===== src/verilog/cps_mem_pkg.sv =====
package cps_mem_pkg;

    // SDRAM word address, 8M words per bank
    typedef logic [22:0] sdram_addr_t;

    // Region bases inside bank 0
    localparam sdram_addr_t vram_offset = 23'h20_0000;
    localparam sdram_addr_t wram_offset = 23'h30_0000;
    localparam sdram_addr_t snd_offset  = 23'h38_0000;
    localparam sdram_addr_t rom_offset  = 23'h00_0000;

    // Slot order is also the arbitration order, highest first
    typedef enum logic [1:0] {
        slot_ram = 2'd0,   // Work RAM and VRAM, read and write
        slot_rom = 2'd1,   // Main CPU ROM
        slot_snd = 2'd2    // Sound CPU ROM, byte wide
    } slot_e;

    localparam int num_slots = 3;

    // One client request after address decode
    typedef struct packed {
        logic        cs;
        logic        wr;       // Only ever set on the RAM slot
        sdram_addr_t addr;     // Region offset already added
        logic [20:0] tag;      // Client address, used by the slot cache
        logic [15:0] din;
        logic [ 1:0] wrmask;   // Active low per byte, like dsn
    } slot_req_t;

    // SDRAM return strobes and read data
    typedef struct packed {
        logic        dst;      // data_read valid this cycle
        logic        rdy;      // Transfer finished
        logic [15:0] data;
    } sdram_ret_t;

    // Sequencer to cache, one pulse per finished access
    typedef struct packed {
        logic        valid;
        logic [20:0] tag;
        logic [15:0] word;     // Sound slot gets its byte in the low half
    } slot_fill_t;

endpackage


===== src/verilog/cps_addr_map.sv =====
module cps_addr_map
    import cps_mem_pkg::*;
#(
    parameter int ram_aw = 17,
    parameter int rom_aw = 21,
    parameter int snd_aw = 16
) (
    // Main CPU RAM and VRAM
    input  logic              main_ram_cs,
    input  logic              main_vram_cs,
    input  logic              main_rnw,
    input  logic [ram_aw-1:0] main_ram_addr,
    input  logic [15:0]       main_dout,
    input  logic [ 1:0]       dsn,

    // Main CPU ROM
    input  logic              main_rom_cs,
    input  logic [rom_aw-1:0] main_rom_addr,

    // Sound CPU ROM, byte address
    input  logic              snd_cs,
    input  logic [snd_aw-1:0] snd_addr,

    output slot_req_t         ram_req,
    output slot_req_t         rom_req,
    output slot_req_t         snd_req
);

    logic        ram_slot_cs;
    sdram_addr_t ram_offset;
    logic [20:0] ram_tag;
    logic [snd_aw-2:0] snd_word;

    // Work RAM and VRAM share one slot
    assign ram_slot_cs = main_ram_cs | main_vram_cs;
    assign ram_offset  = main_ram_cs ? wram_offset : vram_offset;
    assign snd_word    = snd_addr[snd_aw-1:1];

    always_comb begin
        // Top tag bit tells VRAM from work RAM, so the cache
        // never confuses the same CPU address in both regions
        ram_tag     = 21'(main_ram_addr);
        ram_tag[20] = ~main_ram_cs;

        ram_req.cs     = ram_slot_cs;
        ram_req.wr     = ram_slot_cs & ~main_rnw;
        ram_req.addr   = ram_offset + sdram_addr_t'(main_ram_addr);
        ram_req.tag    = ram_tag;
        ram_req.din    = main_dout;
        ram_req.wrmask = dsn;
    end

    always_comb begin
        rom_req.cs     = main_rom_cs;
        rom_req.wr     = 1'b0;          // Read only
        rom_req.addr   = rom_offset + sdram_addr_t'(main_rom_addr);
        rom_req.tag    = 21'(main_rom_addr);
        rom_req.din    = '0;
        rom_req.wrmask = 2'b11;
    end

    always_comb begin
        snd_req.cs     = snd_cs;
        snd_req.wr     = 1'b0;
        // Byte address halved to a word, byte select stays in tag[0]
        snd_req.addr   = snd_offset + sdram_addr_t'(snd_word);
        snd_req.tag    = 21'(snd_addr);
        snd_req.din    = '0;
        snd_req.wrmask = 2'b11;
    end

endmodule


===== src/verilog/cps_bank_sequencer.sv =====
module cps_bank_sequencer
    import cps_mem_pkg::*;
(
    input  logic        clk,
    input  logic        arst_n,

    input  slot_req_t   ram_req,
    input  slot_req_t   rom_req,
    input  slot_req_t   snd_req,
    input  logic        ram_miss,
    input  logic        rom_miss,
    input  logic        snd_miss,

    // SDRAM bank 0
    input  sdram_ret_t  sdram_ret,
    input  logic        ba_ack,
    output sdram_addr_t ba_addr,
    output logic        ba_rd,
    output logic        ba_wr,
    output logic [15:0] ba_din,
    output logic [ 1:0] ba_din_m,

    output slot_fill_t  ram_fill,
    output slot_fill_t  rom_fill,
    output slot_fill_t  snd_fill
);

    typedef enum logic [1:0] {
        st_idle,
        st_wait_ack,
        st_wait_dst,
        st_wait_rdy
    } state_e;

    state_e                 state;
    slot_e                  served;
    slot_e                  next_slot;
    slot_req_t              next_req;
    logic [num_slots-1:0]   pend_now;
    logic [num_slots-1:0]   pend_q;    // Misses seen one cycle late
    logic [num_slots-1:0]   pick;
    logic                   wr_done;   // Write accepted during this cs
    logic                   fill_stb;
    logic [20:0]            cur_tag;
    sdram_addr_t            cur_addr;
    logic [15:0]            cur_din;
    logic [ 1:0]            cur_mask;
    logic [ 7:0]            snd_byte;

    assign pend_now[slot_ram] = ram_miss & ~(ram_req.wr & wr_done);
    assign pend_now[slot_rom] = rom_miss;
    assign pend_now[slot_snd] = snd_miss;

    // Still missing now, so a dropped cs is never served
    assign pick = pend_q & pend_now;

    always_comb begin
        next_slot = slot_ram;
        next_req  = ram_req;
        if (pick[slot_ram]) begin
            next_slot = slot_ram;
            next_req  = ram_req;
        end else if (pick[slot_rom]) begin
            next_slot = slot_rom;
            next_req  = rom_req;
        end else if (pick[slot_snd]) begin
            next_slot = slot_snd;
            next_req  = snd_req;
        end
    end

    always_ff @(posedge clk or negedge arst_n) begin
        if (!arst_n) begin
            state   <= st_idle;
            served  <= slot_ram;
            ba_rd   <= 1'b0;
            ba_wr   <= 1'b0;
            pend_q  <= '0;
            wr_done <= 1'b0;
        end else begin
            pend_q <= pend_now;
            if (!ram_req.cs || !ram_req.wr) begin
                wr_done <= 1'b0;
            end else if (state == st_wait_ack && ba_ack && ba_wr) begin
                wr_done <= 1'b1;
            end
            case (state)
                st_idle: begin
                    if (|pick) begin
                        served <= next_slot;
                        ba_rd  <= ~next_req.wr;
                        ba_wr  <= next_req.wr;
                        state  <= st_wait_ack;
                    end
                end
                st_wait_ack: begin
                    if (ba_ack) begin
                        ba_rd <= 1'b0;
                        ba_wr <= 1'b0;
                        state <= st_wait_dst;
                    end
                end
                st_wait_dst: if (sdram_ret.dst) state <= st_wait_rdy;
                st_wait_rdy: if (sdram_ret.rdy) state <= st_idle;
                default: state <= st_idle;
            endcase
        end
    end

    // Request latched at start, held stable until rdy
    always_ff @(posedge clk) begin
        if (state == st_idle && |pick) begin
            cur_addr <= next_req.addr;
            cur_tag  <= next_req.tag;
            cur_din  <= next_req.din;
            cur_mask <= next_req.wrmask;
        end
    end

    assign ba_addr  = cur_addr;
    assign ba_din   = cur_din;
    assign ba_din_m = cur_mask;

    assign fill_stb = (state == st_wait_dst) && sdram_ret.dst;
    assign snd_byte = cur_tag[0] ? sdram_ret.data[15:8] : sdram_ret.data[7:0];

    always_comb begin
        ram_fill = '{valid: fill_stb && served == slot_ram, tag: cur_tag,
                     word: sdram_ret.data};
        rom_fill = '{valid: fill_stb && served == slot_rom, tag: cur_tag,
                     word: sdram_ret.data};
        snd_fill = '{valid: fill_stb && served == slot_snd, tag: cur_tag,
                     word: {8'h00, snd_byte}};
    end

endmodule


===== src/verilog/cps_sdram_bank0.sv =====
module cps_sdram_bank0
    import cps_mem_pkg::*;
#(
    parameter int ram_aw = 17,
    parameter int rom_aw = 21,
    parameter int snd_aw = 16
) (
    input  logic              clk,
    input  logic              arst_n,

    // Main CPU RAM and VRAM
    input  logic              main_ram_cs,
    input  logic              main_vram_cs,
    input  logic              main_rnw,
    input  logic [ram_aw-1:0] main_ram_addr,
    input  logic [15:0]       main_dout,
    input  logic [ 1:0]       dsn,
    output logic              main_ram_ok,
    output logic [15:0]       main_ram_data,

    // Main CPU ROM
    input  logic              main_rom_cs,
    input  logic [rom_aw-1:0] main_rom_addr,
    output logic              main_rom_ok,
    output logic [15:0]       main_rom_data,

    // Sound CPU ROM
    input  logic              snd_cs,
    input  logic [snd_aw-1:0] snd_addr,
    output logic              snd_ok,
    output logic [ 7:0]       snd_data,

    // SDRAM bank 0
    output sdram_addr_t       ba_addr,
    output logic              ba_rd,
    output logic              ba_wr,
    output logic [15:0]       ba_din,
    output logic [ 1:0]       ba_din_m,
    input  logic              ba_ack,
    input  logic              ba_dst,
    input  logic              ba_rdy,
    input  logic [15:0]       data_read
);

    slot_req_t  ram_req, rom_req, snd_req;
    slot_fill_t ram_fill, rom_fill, snd_fill;
    logic       ram_miss, rom_miss, snd_miss;
    sdram_ret_t sdram_ret;

    assign sdram_ret = '{dst: ba_dst, rdy: ba_rdy, data: data_read};

    cps_addr_map #(
        .ram_aw        ( ram_aw        ),
        .rom_aw        ( rom_aw        ),
        .snd_aw        ( snd_aw        )
    ) i_addr_map (
        .main_ram_cs   ( main_ram_cs   ),
        .main_vram_cs  ( main_vram_cs  ),
        .main_rnw      ( main_rnw      ),
        .main_ram_addr ( main_ram_addr ),
        .main_dout     ( main_dout     ),
        .dsn           ( dsn           ),
        .main_rom_cs   ( main_rom_cs   ),
        .main_rom_addr ( main_rom_addr ),
        .snd_cs        ( snd_cs        ),
        .snd_addr      ( snd_addr      ),
        .ram_req       ( ram_req       ),
        .rom_req       ( rom_req       ),
        .snd_req       ( snd_req       )
    );

    cps_bank_sequencer i_sequencer (
        .clk       ( clk       ),
        .arst_n    ( arst_n    ),
        .ram_req   ( ram_req   ),
        .rom_req   ( rom_req   ),
        .snd_req   ( snd_req   ),
        .ram_miss  ( ram_miss  ),
        .rom_miss  ( rom_miss  ),
        .snd_miss  ( snd_miss  ),
        .sdram_ret ( sdram_ret ),
        .ba_ack    ( ba_ack    ),
        .ba_addr   ( ba_addr   ),
        .ba_rd     ( ba_rd     ),
        .ba_wr     ( ba_wr     ),
        .ba_din    ( ba_din    ),
        .ba_din_m  ( ba_din_m  ),
        .ram_fill  ( ram_fill  ),
        .rom_fill  ( rom_fill  ),
        .snd_fill  ( snd_fill  )
    );

    cps_slot_cache #(.payload_t(logic [15:0])) i_ram_cache (
        .clk    ( clk           ),
        .arst_n ( arst_n        ),
        .req    ( ram_req       ),
        .fill   ( ram_fill      ),
        .miss   ( ram_miss      ),
        .ok     ( main_ram_ok   ),
        .dout   ( main_ram_data )
    );

    cps_slot_cache #(.payload_t(logic [15:0])) i_rom_cache (
        .clk    ( clk           ),
        .arst_n ( arst_n        ),
        .req    ( rom_req       ),
        .fill   ( rom_fill      ),
        .miss   ( rom_miss      ),
        .ok     ( main_rom_ok   ),
        .dout   ( main_rom_data )
    );

    // Byte wide sound CPU
    cps_slot_cache #(.payload_t(logic [7:0])) i_snd_cache (
        .clk    ( clk      ),
        .arst_n ( arst_n   ),
        .req    ( snd_req  ),
        .fill   ( snd_fill ),
        .miss   ( snd_miss ),
        .ok     ( snd_ok   ),
        .dout   ( snd_data )
    );

endmodule


===== src/verilog/cps_slot_cache.sv =====
module cps_slot_cache
    import cps_mem_pkg::*;
#(
    parameter type payload_t = logic [15:0]
) (
    input  logic       clk,
    input  logic       arst_n,
    input  slot_req_t  req,
    input  slot_fill_t fill,
    output logic       miss,
    output logic       ok,
    output payload_t   dout
);

    logic        valid;
    logic [20:0] tag;
    payload_t    word;
    logic        wr_done;     // Write of this cs already in SDRAM
    logic        tag_hit;
    logic        fill_match;
    logic        fill_rd;
    logic        wr_merge;
    logic [15:0] cur_word;
    logic [15:0] merged;

    assign tag_hit    = valid && (tag == req.tag);
    assign miss       = req.cs && (req.wr || !tag_hit);   // Writes always go out
    assign fill_match = fill.valid && req.cs && (fill.tag == req.tag);
    assign fill_rd    = fill.valid && !req.wr;
    assign wr_merge   = fill_match && req.wr && tag_hit;

    // Byte merge for a write that hits the stored entry
    assign cur_word = 16'(word);
    assign merged   = {req.wrmask[1] ? cur_word[15:8] : req.din[15:8],
                       req.wrmask[0] ? cur_word[ 7:0] : req.din[ 7:0]};

    always_ff @(posedge clk or negedge arst_n) begin
        if (!arst_n) begin
            valid   <= 1'b0;
            ok      <= 1'b0;
            wr_done <= 1'b0;
        end else begin
            if (fill_rd) valid <= 1'b1;
            wr_done <= req.cs && req.wr && (wr_done || fill_match);
            if (req.wr) begin
                ok <= req.cs && (wr_done || fill_match);
            end else begin
                ok <= req.cs && (tag_hit || fill_match);
            end
        end
    end

    always_ff @(posedge clk) begin
        if (fill_rd) begin
            tag  <= fill.tag;
            word <= payload_t'(fill.word);
        end else if (wr_merge) begin
            word <= payload_t'(merged);
        end
    end

    assign dout = word;

endmodule

===== config.mk =====
export PLATFORM = sky130hd
export DESIGN_NAME = cps_sdram_bank0
export DESIGN_NICKNAME = d
export VERILOG_FILES = /design/src/verilog/cps_mem_pkg.sv /design/src/verilog/cps_addr_map.sv /design/src/verilog/cps_bank_sequencer.sv /design/src/verilog/cps_sdram_bank0.sv /design/src/verilog/cps_slot_cache.sv
export SDC_FILE = /design/constraint.sdc
export NUM_CORES = 1
export LEC_CHECK = 0
export BUFFER_PORTS_ARGS = -buffer_cell sky130_fd_sc_hd__buf_2
export CAP_MARGIN = 20
export CORE_MARGIN = 3
export CORE_UTILIZATION = 49
export CTS_CLUSTER_DIAMETER = 80
export DETAILED_ROUTE_END_ITERATION = 12
export PLACE_DENSITY = 0.76
export SLEW_MARGIN = 40
export SYNTH_ARGS = -nofsm -noshare
export SYNTH_HDL_FRONTEND = slang
export SYNTH_SLANG_ARGS = --single-unit

===== constraint.sdc =====
create_clock -name clk -period 5.55 [get_ports clk]
set_clock_uncertainty 0.2 [all_clocks]
set_input_delay 0.555 -clock clk [delete_from_list [all_inputs] [get_ports clk]]
set_output_delay 0.555 -clock clk [all_outputs]
set_load 0.02 [all_outputs]

Yosys cells after proc, flatten, opt, wreduce, memory -nomap -nowiden
Cells that the tools add are included.
Word-level totals
  bits of input ports: 98
  logic and storage cells: 128
  register bits after elaboration: 182
Cells by class
  bitwise gates (word level): 9
  add/sub/neg operators: 2
  equal/unequal tests: 17
  muxes and demuxes: 25
  reduce and logical (&&, ||, !) cells: 50
Operators with widths (count)
  63-bit two-way mux: 3
  21-bit equality test: 4
  21-bit by 16-bit equality test with 1-bit output: 2
  16-bit two-way mux: 2
  1-bit logical AND: 28
  8-bit two-way mux: 3
  22-bit by 15-bit adder with 23-bit output, first input constant: 1
  23-bit by 17-bit adder with 23-bit output: 1
  21-bit two-way mux: 1
  2-bit two-way mux: 7
  2-bit case mux with 4 select lines: 1
  2-bit equality test, second input constant: 3
  1-bit logical OR: 6
  1-bit two-way mux: 6
  2-bit by 1-bit inequality test with 1-bit output, second input constant: 3
  2-bit inequality test, second input constant: 3
  2-bit AND reduction: 3
  2-bit nonzero test: 3
  1-bit logical NOT: 5
  2-bit by 1-bit equality test with 1-bit output, second input constant: 2
  2-bit logical NOT: 2
  1-bit NOT: 4
  1-bit case mux with 2 select lines: 2
  4-bit AND reduction: 1
  5 further kinds: 7

Longest topological paths before layout
Gate-level depths: netlist (run 1).
  depth in word-level cells: 14
  depth in mapped cells: 9
  gate-level depth less buffers: 8

Cells and area by module
A second synthesis (run 1) with hierarchy kept.
Second synthesis, totals
  cell total of the unflattened synthesis: 1046
  area, all modules: 11141.9 um^2
Modules (own cells, without submodules)
  cps_bank_sequencer: times used 1, sequential area each 2112.0 um^2, area an instance 4274.1 um^2, cells each 424
  cps_slot_cache (i_ram_cache ...): times used 2, sequential area each 1186.1 um^2, area an instance 1921.8 um^2, cells each 160
  cps_slot_cache (i_snd_cache): times used 1, sequential area each 945.9 um^2, area an instance 1570.3 um^2, cells each 107
  cps_addr_map: times used 1, sequential area each 0.0 um^2, area an instance 1453.9 um^2, cells each 195

Least setup slack after synthesis (run 1)
Ideal clock, no wire load.
  kind: input-to-reg
  from: input snd_addr[14]
  to: register i_sequencer.cur_addr[0] (netlist: i_sequencer.ba_addr[0]), enable pin
  path buffers: 0
  stages: 6
  data required time: 4.785 ns
  library setup time: 0.565 ns
  setup slack: -0.781 ns
  arrival time: 5.565 ns
  cells stage by stage: xor2_1 nor4_1 and4b_1 a21oi_4 nor2_2 a21boi_0
On the way
  word-level cells in the longest chain between the ends: 7
RTL lines
  from (decl): RTL line cps_sdram_bank0.sv:29  | input logic [snd_aw-1:0] snd_addr,
  21-bit by 16-bit equality test with 1-bit output: RTL line cps_slot_cache.sv:26  | assign tag_hit = valid && (tag == req.tag);
  1-bit logical AND: RTL line cps_slot_cache.sv:26
  1-bit logical NOT: RTL line cps_slot_cache.sv:27  | assign miss = req.cs && (req.wr || !tag_hit);
  1-bit logical AND: RTL line cps_slot_cache.sv:27
  3-bit AND: RTL line cps_bank_sequencer.sv:55  | assign pick = pend_q & pend_now;
  3-bit OR reduction: RTL line cps_bank_sequencer.sv:112  | if (state == st_idle && |pick) begin
  1-bit logical AND: RTL line cps_bank_sequencer.sv:112
  to (signal assigned): RTL line cps_bank_sequencer.sv:113  | cur_addr <= next_req.addr;
  to (decl): RTL line cps_bank_sequencer.sv:45  | sdram_addr_t cur_addr;
No other way between the ends.
A chain may end at the register's enable or synchronous reset.

==> impl_metrics.toml, run 1 <==
[logic_synthesis]
syn-mean-instance-area_um2 = 13.4
synth_area_um2 = 8120
ys_seq_elements = 178
synth-warning-count = 0
biggest_area_contributors_in_the_synthesized_netlist = "sky130_fd_sc_hd__edfxtp_1, sky130_fd_sc_hd__xnor2_1, sky130_fd_sc_hd__dfrtp_1"
postSynthNetCount = 709
ys_async_sr_fraction_pct = 9.55
postSynth.topFlopCell = "sky130_fd_sc_hd__edfxtp_1"
synth_sequential_area_ratio_pct = 64.8
instance_count_of_the_mapped_netlist = 606
synth_largest_type_area_fraction_pct = 59.5
post-synth-top-area-cell = "sky130_fd_sc_hd__edfxtp_1"
synth_edf_count = 161
synth.distinct_cells = 52

[clocking]
clock_path_buffers = 2
clock_buffers_created_by_tritoncts = 17
clk-insertion-delay-late_ns = 0.43
cts.clk_slew.worst_paths_ns = 0.07
holdBufCountCts = 1
clock_tree.root_cell = "sky130_fd_sc_hd__clkbuf_16"
ctsHtreeMaxLevel = 4
post_cts_repair_timing_setup_buffer_count = 0
total_of_cells_resized_after_clock_tree_synthesis = 0
cts.sink_count = 178
cts_tree = "done"

[worst_setup_path]
setup.worst_path.end_class = "flop"
worst-endpoint-arrival_ns = 3.64
critPathSlowestCell = "sky130_fd_sc_hd__o21ai_2"
timing.critical_path.from_type = "flop"
path_cells = "nor4b_2 > nand4_1 > or4_1 > o21ai_2 > o21ai_2 > buf_4 > nand2_1 > o221ai_1"
delay_of_the_slowest_cell_on_the_worst_path_ns = 0.59
critical_path_required_ns = 5.51
crit_path_max_delay_family = "simple AND/OR/NAND/NOR gates"
cp_num_buf_inv = 1
crit_top_cell = "sky130_fd_sc_hd__o21ai_2"
criticalPathCategory = "reg2reg"
critPathMaxFanout = 23

[hold_path]
holdCritPathClass = "in2reg"

[routing]
detailedRoute.firstIterationViolations = 445
viasPerCell = 5.67
drt-wirelength-per-cell_um = 21.9
total_length_of_routed_wires_um = 22400
dr_total_vias = 5810
drt_pre_antenna_iters = 5
drcViolationCount = 0
ant_nets = 0

[global_route]
grt_first_pass_wirelength_um = 33800
pin_count_of_the_biggest_net_entering_global_routing = 33
grt_use_total_pct = 25.1
grt_pass1_vias = 5806
gr-total-overflow = 0
initial_antenna_violation_count = 0

[cells_and_area]
layout-area-overhead-vs-synth_pct = 21.4
drive_above_1_share_pct = 30.1
final_common_cell = "sky130_fd_sc_hd__buf_2"
final_instance_area_um2 = 9860
final_nets = 898
most_used_cells_in_the_layout_excluding_fill_and_tap_cells = "sky130_fd_sc_hd__buf_2, sky130_fd_sc_hd__edfxtp_1, sky130_fd_sc_hd__nand2_1"

[timing]
min_period_ns = 3.68
setup_violations = 0
timing_max_transition_violations_final = 0
min_period_over_period_pct = 66.3
slew-limit-headroom_pct = 46.5
maxClockFrequency_mhz = 272
final_sum_of_negative_setup_slack_ns = 0
worst_pin_slew_ns = 0.803
finalHoldViolCount = 0
rsz0062_at_grt = "no"

[place]
place_area_um2 = 9240
detailed_place_hpwl_um = 16900
gp_congestion = 0.961
place.port_buffers = 182

[power]
power-per-cell-area_nw_per_um2 = 407
peakVddDrop_mv = 0.232
leakagePower_nw = 3.82

[floorplanning]
i_o_pin_cnt = 184
floorplan.initialDensity_pct = 50.6
die_area_um2 = 18200
fp-row-count = 46
die_w_um = 135
core-area_um2 = 16100
chipHeight_um = 135

[run]
timing.max_cap.violations = 0

[outcome]
outcome = "complete, no violations"
==> where the power goes <==
part           total, mW  switching, mW  leakage, nW  internal (mW)
sequential          1.92          0.156         1.68           1.77
combinational      0.893          0.580         1.85          0.313
clock               1.20          0.558        0.285          0.641
total               4.01           1.29         3.82           2.72
==> cells in the mapped netlist (7+ instances only) <==
cell type                  number
sky130_fd_sc_hd__edfxtp_1     161
sky130_fd_sc_hd__nand2_1       87
sky130_fd_sc_hd__xnor2_1       66
sky130_fd_sc_hd__xor2_1        40
sky130_fd_sc_hd__inv_1         28
sky130_fd_sc_hd__o221ai_1      28
sky130_fd_sc_hd__nand4_1       26
sky130_fd_sc_hd__and2_1        22
sky130_fd_sc_hd__dfrtp_1       17
sky130_fd_sc_hd__nor4_1        11
sky130_fd_sc_hd__buf_4          9
sky130_fd_sc_hd__nand3_1        9
sky130_fd_sc_hd__mux2_2         8
sky130_fd_sc_hd__nor2_1         8
sky130_fd_sc_hd__a21oi_1        7
sky130_fd_sc_hd__clkbuf_1       7
sky130_fd_sc_hd__nand2b_1       7
sky130_fd_sc_hd__nor3_1         7
==> final timing paths <==
check	cells past startpoint	from	endpoint	slack, ns
setup / recovery	8	i_ram_cache.tag[17]$_DFFE_PP_	i_sequencer.cur_tag[14]$_DFFE_PP_	1.87
hold / removal	1	data_read[3]	i_rom_cache.dout[3]$_DFFE_PP_	0.13
setup reg to reg	8	i_ram_cache.tag[17]$_DFFE_PP_	i_sequencer.cur_tag[14]$_DFFE_PP_	1.87
hold reg to reg	1	i_ram_cache.valid$_DFFE_PN0P_	i_ram_cache.valid$_DFFE_PN0P_	0.27
max in group asynchronous	2	arst_n	i_snd_cache.valid$_DFFE_PN0P_	4.46
min in group asynchronous	2	arst_n	i_sequencer.ba_wr$_DFFE_PN0P_	0.40
==> sequential cells by signal, summed over array words and instances, names as in the netlist, 3 cells and up <==
name / flops
i_sequencer.pend_q: 3
i_ram_cache.dout: 16
i_rom_cache.tag: 21
i_snd_cache.dout: 8
i_rom_cache.dout: 16
i_snd_cache.tag: 21
i_sequencer.cur_tag: 21
i_ram_cache.tag: 21
i_sequencer.ba_addr: 19
i_sequencer.ba_din: 16
==> kinds of logic (layout without fill, tap and decap cells) <==
group / after synthesis / in the layout / share of synthesized area [%]
AOI/OAI and AO/OA: 64 / 64 / 6.32
muxes: 11 / 11 / 1.49
other: 1 / 2 / 0.0462
and+or+nand+nor: 190 / 190 / 12.0
adders and majority gates: 5 / 5 / 0.770
buffers and inverters: 51 / 253 / 3.17
DFF: 178 / 178 / 64.8
xor gates and xnor gates: 106 / 106 / 11.4
==> routing by layer <==
layer / vias up / routed length (µm) / global-route usage [%]
li1: 2593 / - / -
met5: - / 0 / 0
met2: 335 / 11100 / 41.0
met1: 2840 / 8820 / 33.7
met4: 0 / 517 / 8.77
met3: 42 / 1990 / 5.22
==> stage by stage <==
stage	cells	power (mW)	setup WS (ns)	hold WS [ns]	utilization, %
6_report	1025	4.01	1.87	0.129	61.4
4_1_cts	1024	4.04	1.93	0.110	61.3
3_3_place_gp	990	2.80	1.59	0.244	57.4
3_5_place_dp	991	2.84	1.86	0.256	57.5
2_1_floorplan	606	2.48	0.772	0.0594	-
5_1_grt	1024	4.17	1.72	0.109	61.4
==> layout make-up <==
cell class | count | area [µm²]
Fill cell | 1262 | 6200
Inverter | 29 | 109
Timing Repair Buffer | 192 | 996
Clock buffer | 17 | 425
Antenna cell | 1 | 2.50
Multi-Input combinational cell | 377 | 2620
Tap cell | 216 | 270
Clock inverter | 15 | 170
Sequential cell | 178 | 5260
==> worst reg2reg max path: cells and delay by family, from the launching register on <==
kind / cells / cell delay [ns]
compound gates: 3 / 1.13
flops: 1 / 0.39
buf+inv: 1 / 0.35
simple gates: 4 / 1.33
No activity file was read; power rests on OpenSTA's default activity.
==> inputs of run 2 (changes only) <==
--- a/config.mk
+++ b/config.mk
@@ -8,10 +8,10 @@
 export BUFFER_PORTS_ARGS = -buffer_cell sky130_fd_sc_hd__buf_2
 export CAP_MARGIN = 20
 export CORE_MARGIN = 3
-export CORE_UTILIZATION = 49
+export CORE_UTILIZATION = 54
 export CTS_CLUSTER_DIAMETER = 80
 export DETAILED_ROUTE_END_ITERATION = 12
-export PLACE_DENSITY = 0.76
+export PLACE_DENSITY = 0.8
 export SLEW_MARGIN = 40
 export SYNTH_ARGS = -nofsm -noshare
 export SYNTH_HDL_FRONTEND = slang
==> constraint.sdc (replaced) <==
create_clock -name clk -period 3.6 [get_ports clk]
set_clock_uncertainty 0.2 [all_clocks]
set_input_delay 0.36 -clock clk [delete_from_list [all_inputs] [get_ports clk]]
set_output_delay 0.36 -clock clk [all_outputs]
set_load 0.02 [all_outputs]
==> run 2 against run 1 <==
Sequential share of layout area down 1.8 points; combinational power increased by 63%; non-clock buffer count rose by 34; critical path depth is 1 higher; flip-flop and latch count unchanged; clock-buffer cell count stayed put; via count is 4.9% higher; global-route usage is 3.1 points higher; routed wire length increased by 4.0%; first-iteration DRC count grew 29%; fmax grew 8.3%; cell area increased by 3.6%.
==> impl_metrics.toml, run 2 (synthesis results as in run 1) <==
[clocking]
ctsHtreeMaxLevel = 4
clock_buffers_created_by_tritoncts = 17
cts_tree = "done"
cts.clk_slew.worst_paths_ns = 0.07
cts.sink_count = 178
total_of_cells_resized_after_clock_tree_synthesis = 0
post_cts_repair_timing_setup_buffer_count = 0
clock_path_buffers = 2
clock_tree.root_cell = "sky130_fd_sc_hd__clkbuf_16"
holdBufCountCts = 27
clk-insertion-delay-late_ns = 0.44

[worst_setup_path]
reg2reg_depth = 9
critical_path.reg2reg.endpoint = "i_ram_cache.dout[13]$_DFFE_PP_"
worst_r2r_startpoint = "i_sequencer.state[0]$_DFFE_PN0P_"
critical_path_required_ns = 3.54
timing.critical_path.from_type = "flop"
critPathMaxFanout = 6
worst-endpoint-arrival_ns = 3.34
setup.worst_path.end_class = "flop"
timing.reg2reg.setup_slack_ns = 0.20
criticalPathCategory = "reg2reg"

[cells_and_area]
drive_above_1_share_pct = 29.7
layout-area-overhead-vs-synth_pct = 25.7
final_nets = 932
final_common_cell = "sky130_fd_sc_hd__buf_2"
most_used_cells_in_the_layout_excluding_fill_and_tap_cells = "sky130_fd_sc_hd__buf_2, sky130_fd_sc_hd__edfxtp_1, sky130_fd_sc_hd__nand2_1"

[outcome]
outcome = "complete, no violations"

[timing]
finalHoldViolCount = 0
maxClockFrequency_mhz = 294
setup_violations = 0
slew-limit-headroom_pct = 48.4
rsz0062_at_grt = "no"
final_sum_of_negative_setup_slack_ns = 0
timing_max_transition_violations_final = 0
min_period_over_period_pct = 94.4
min_period_ns = 3.40
worst_pin_slew_ns = 0.767

[global_route]
gr-total-overflow = 0
grt_use_total_pct = 28.2
grt_first_pass_wirelength_um = 34500
grt_pass1_vias = 6083
pin_count_of_the_biggest_net_entering_global_routing = 38
gr_util_met2_pct = 47.9
grt_use_met1_pct = 34.5
grt.met3_usage_pct = 6.64
layer_with_the_highest_usage_after_global_routing = "met2"
initial_antenna_violation_count = 0

[floorplanning]
floorplan.initialDensity_pct = 55.5
chipHeight_um = 129
i_o_pin_cnt = 184
core-area_um2 = 14600
die_w_um = 129
die_area_um2 = 16500
fp-row-count = 44

[place]
detailed_place_hpwl_um = 16600
place.port_buffers = 182
gp_congestion = 0.975

[hold_path]
worst_hold_path.num_cells = 2
holdCritPathClass = "in2reg"
worst_hold_startpoint = "dsn[1]"
hold_end = "i_sequencer.ba_din_m[1]$_DFFE_PP_"

[power]
leakagePower_nw = 4.00
power-per-cell-area_nw_per_um2 = 632
peakVddDrop_mv = 0.411
report.power.total_mw = 6.45

[routing]
ant_nets = 0
detailedRoute.firstIterationViolations = 574
total_length_of_routed_wires_um = 23300
drt_pre_antenna_iters = 7
dr_total_vias = 6095
drt-wirelength-per-cell_um = 22.7
viasPerCell = 5.93
drcViolationCount = 0

[run]
timing.max_cap.violations = 0
run 2: how the worst max path moves through the flow:
stage	start	endpoint	slack [ns]	cells past startpoint
floorplan	i_snd_cache.tag[14]$_DFFE_PP_	i_sequencer.ba_addr[0]$_DFFE_PP_	0.26	6
global placement	i_sequencer.cur_tag[16]$_DFFE_PP_	i_ram_cache.dout[13]$_DFFE_PP_	0.37	7
detailed placement	i_sequencer.state[0]$_DFFE_PN0P_	i_ram_cache.dout[13]$_DFFE_PP_	0.32	9
CTS	i_sequencer.state[0]$_DFFE_PN0P_	i_ram_cache.dout[13]$_DFFE_PP_	0.30	9
global route	i_sequencer.state[0]$_DFFE_PN0P_	i_ram_cache.dout[9]$_DFFE_PP_	0.003	9
finish	i_sequencer.state[0]$_DFFE_PN0P_	i_ram_cache.dout[13]$_DFFE_PP_	0.20	9
run 2: final cells by class:
cell class,instances,area [µm²]
multi-input combinational,377,2620
fill,990,4440
sequential,178,5260
antenna,1,2.50
timing repair buffer,226,1340
clock buffer,17,425
clock inverter,15,221
tap,184,230
inverter,29,110
run 2: power by group:
part / switching [mW] / internal (mW) / leakage (nW)
Sequential: 0.240 / 2.72 / 1.68
Clock: 0.841 / 1.19 / 0.314
Combinational: 0.933 / 0.527 / 2.00
Total: 2.01 / 4.44 / 4.00
run 2: worst max-delay path, cell delays in order, from the launching register on:
cell and delay [ns]:
sky130_fd_sc_hd__dfrtp_1 0.41, sky130_fd_sc_hd__inv_1 0.13, sky130_fd_sc_hd__ha_1 0.23, sky130_fd_sc_hd__nand2_1 0.09, sky130_fd_sc_hd__nor3_1 0.32, sky130_fd_sc_hd__nand4_1 0.13, sky130_fd_sc_hd__nor4_1 0.61, sky130_fd_sc_hd__nand3_1 0.29
sky130_fd_sc_hd__o21ai_0 0.45, sky130_fd_sc_hd__buf_4 0.26
run 2: stage by stage:
step	instance area, µm²	hold WS [ns]	utilization [%]	setup slack [ns]	cells
after floorplan	8130	-0.136	-	0.262	606
after global placement	9270	0.122	63.3	0.373	966
after detailed placement	9270	0.116	63.3	0.318	966
after CTS	10200	0.000478	69.6	0.296	1025
after global routing	10200	0.0106	69.7	0.00287	1026
final	10200	0.0133	69.7	0.202	1027
run 2: per-layer routing:
metal | share of wire [%] | vias to the layer above
met2 | 50 | 440
li1 | - | 2659
met5 | 0 | -
met4 | 3.9 | 0
met3 | 9.8 | 61
met1 | 36 | 2935
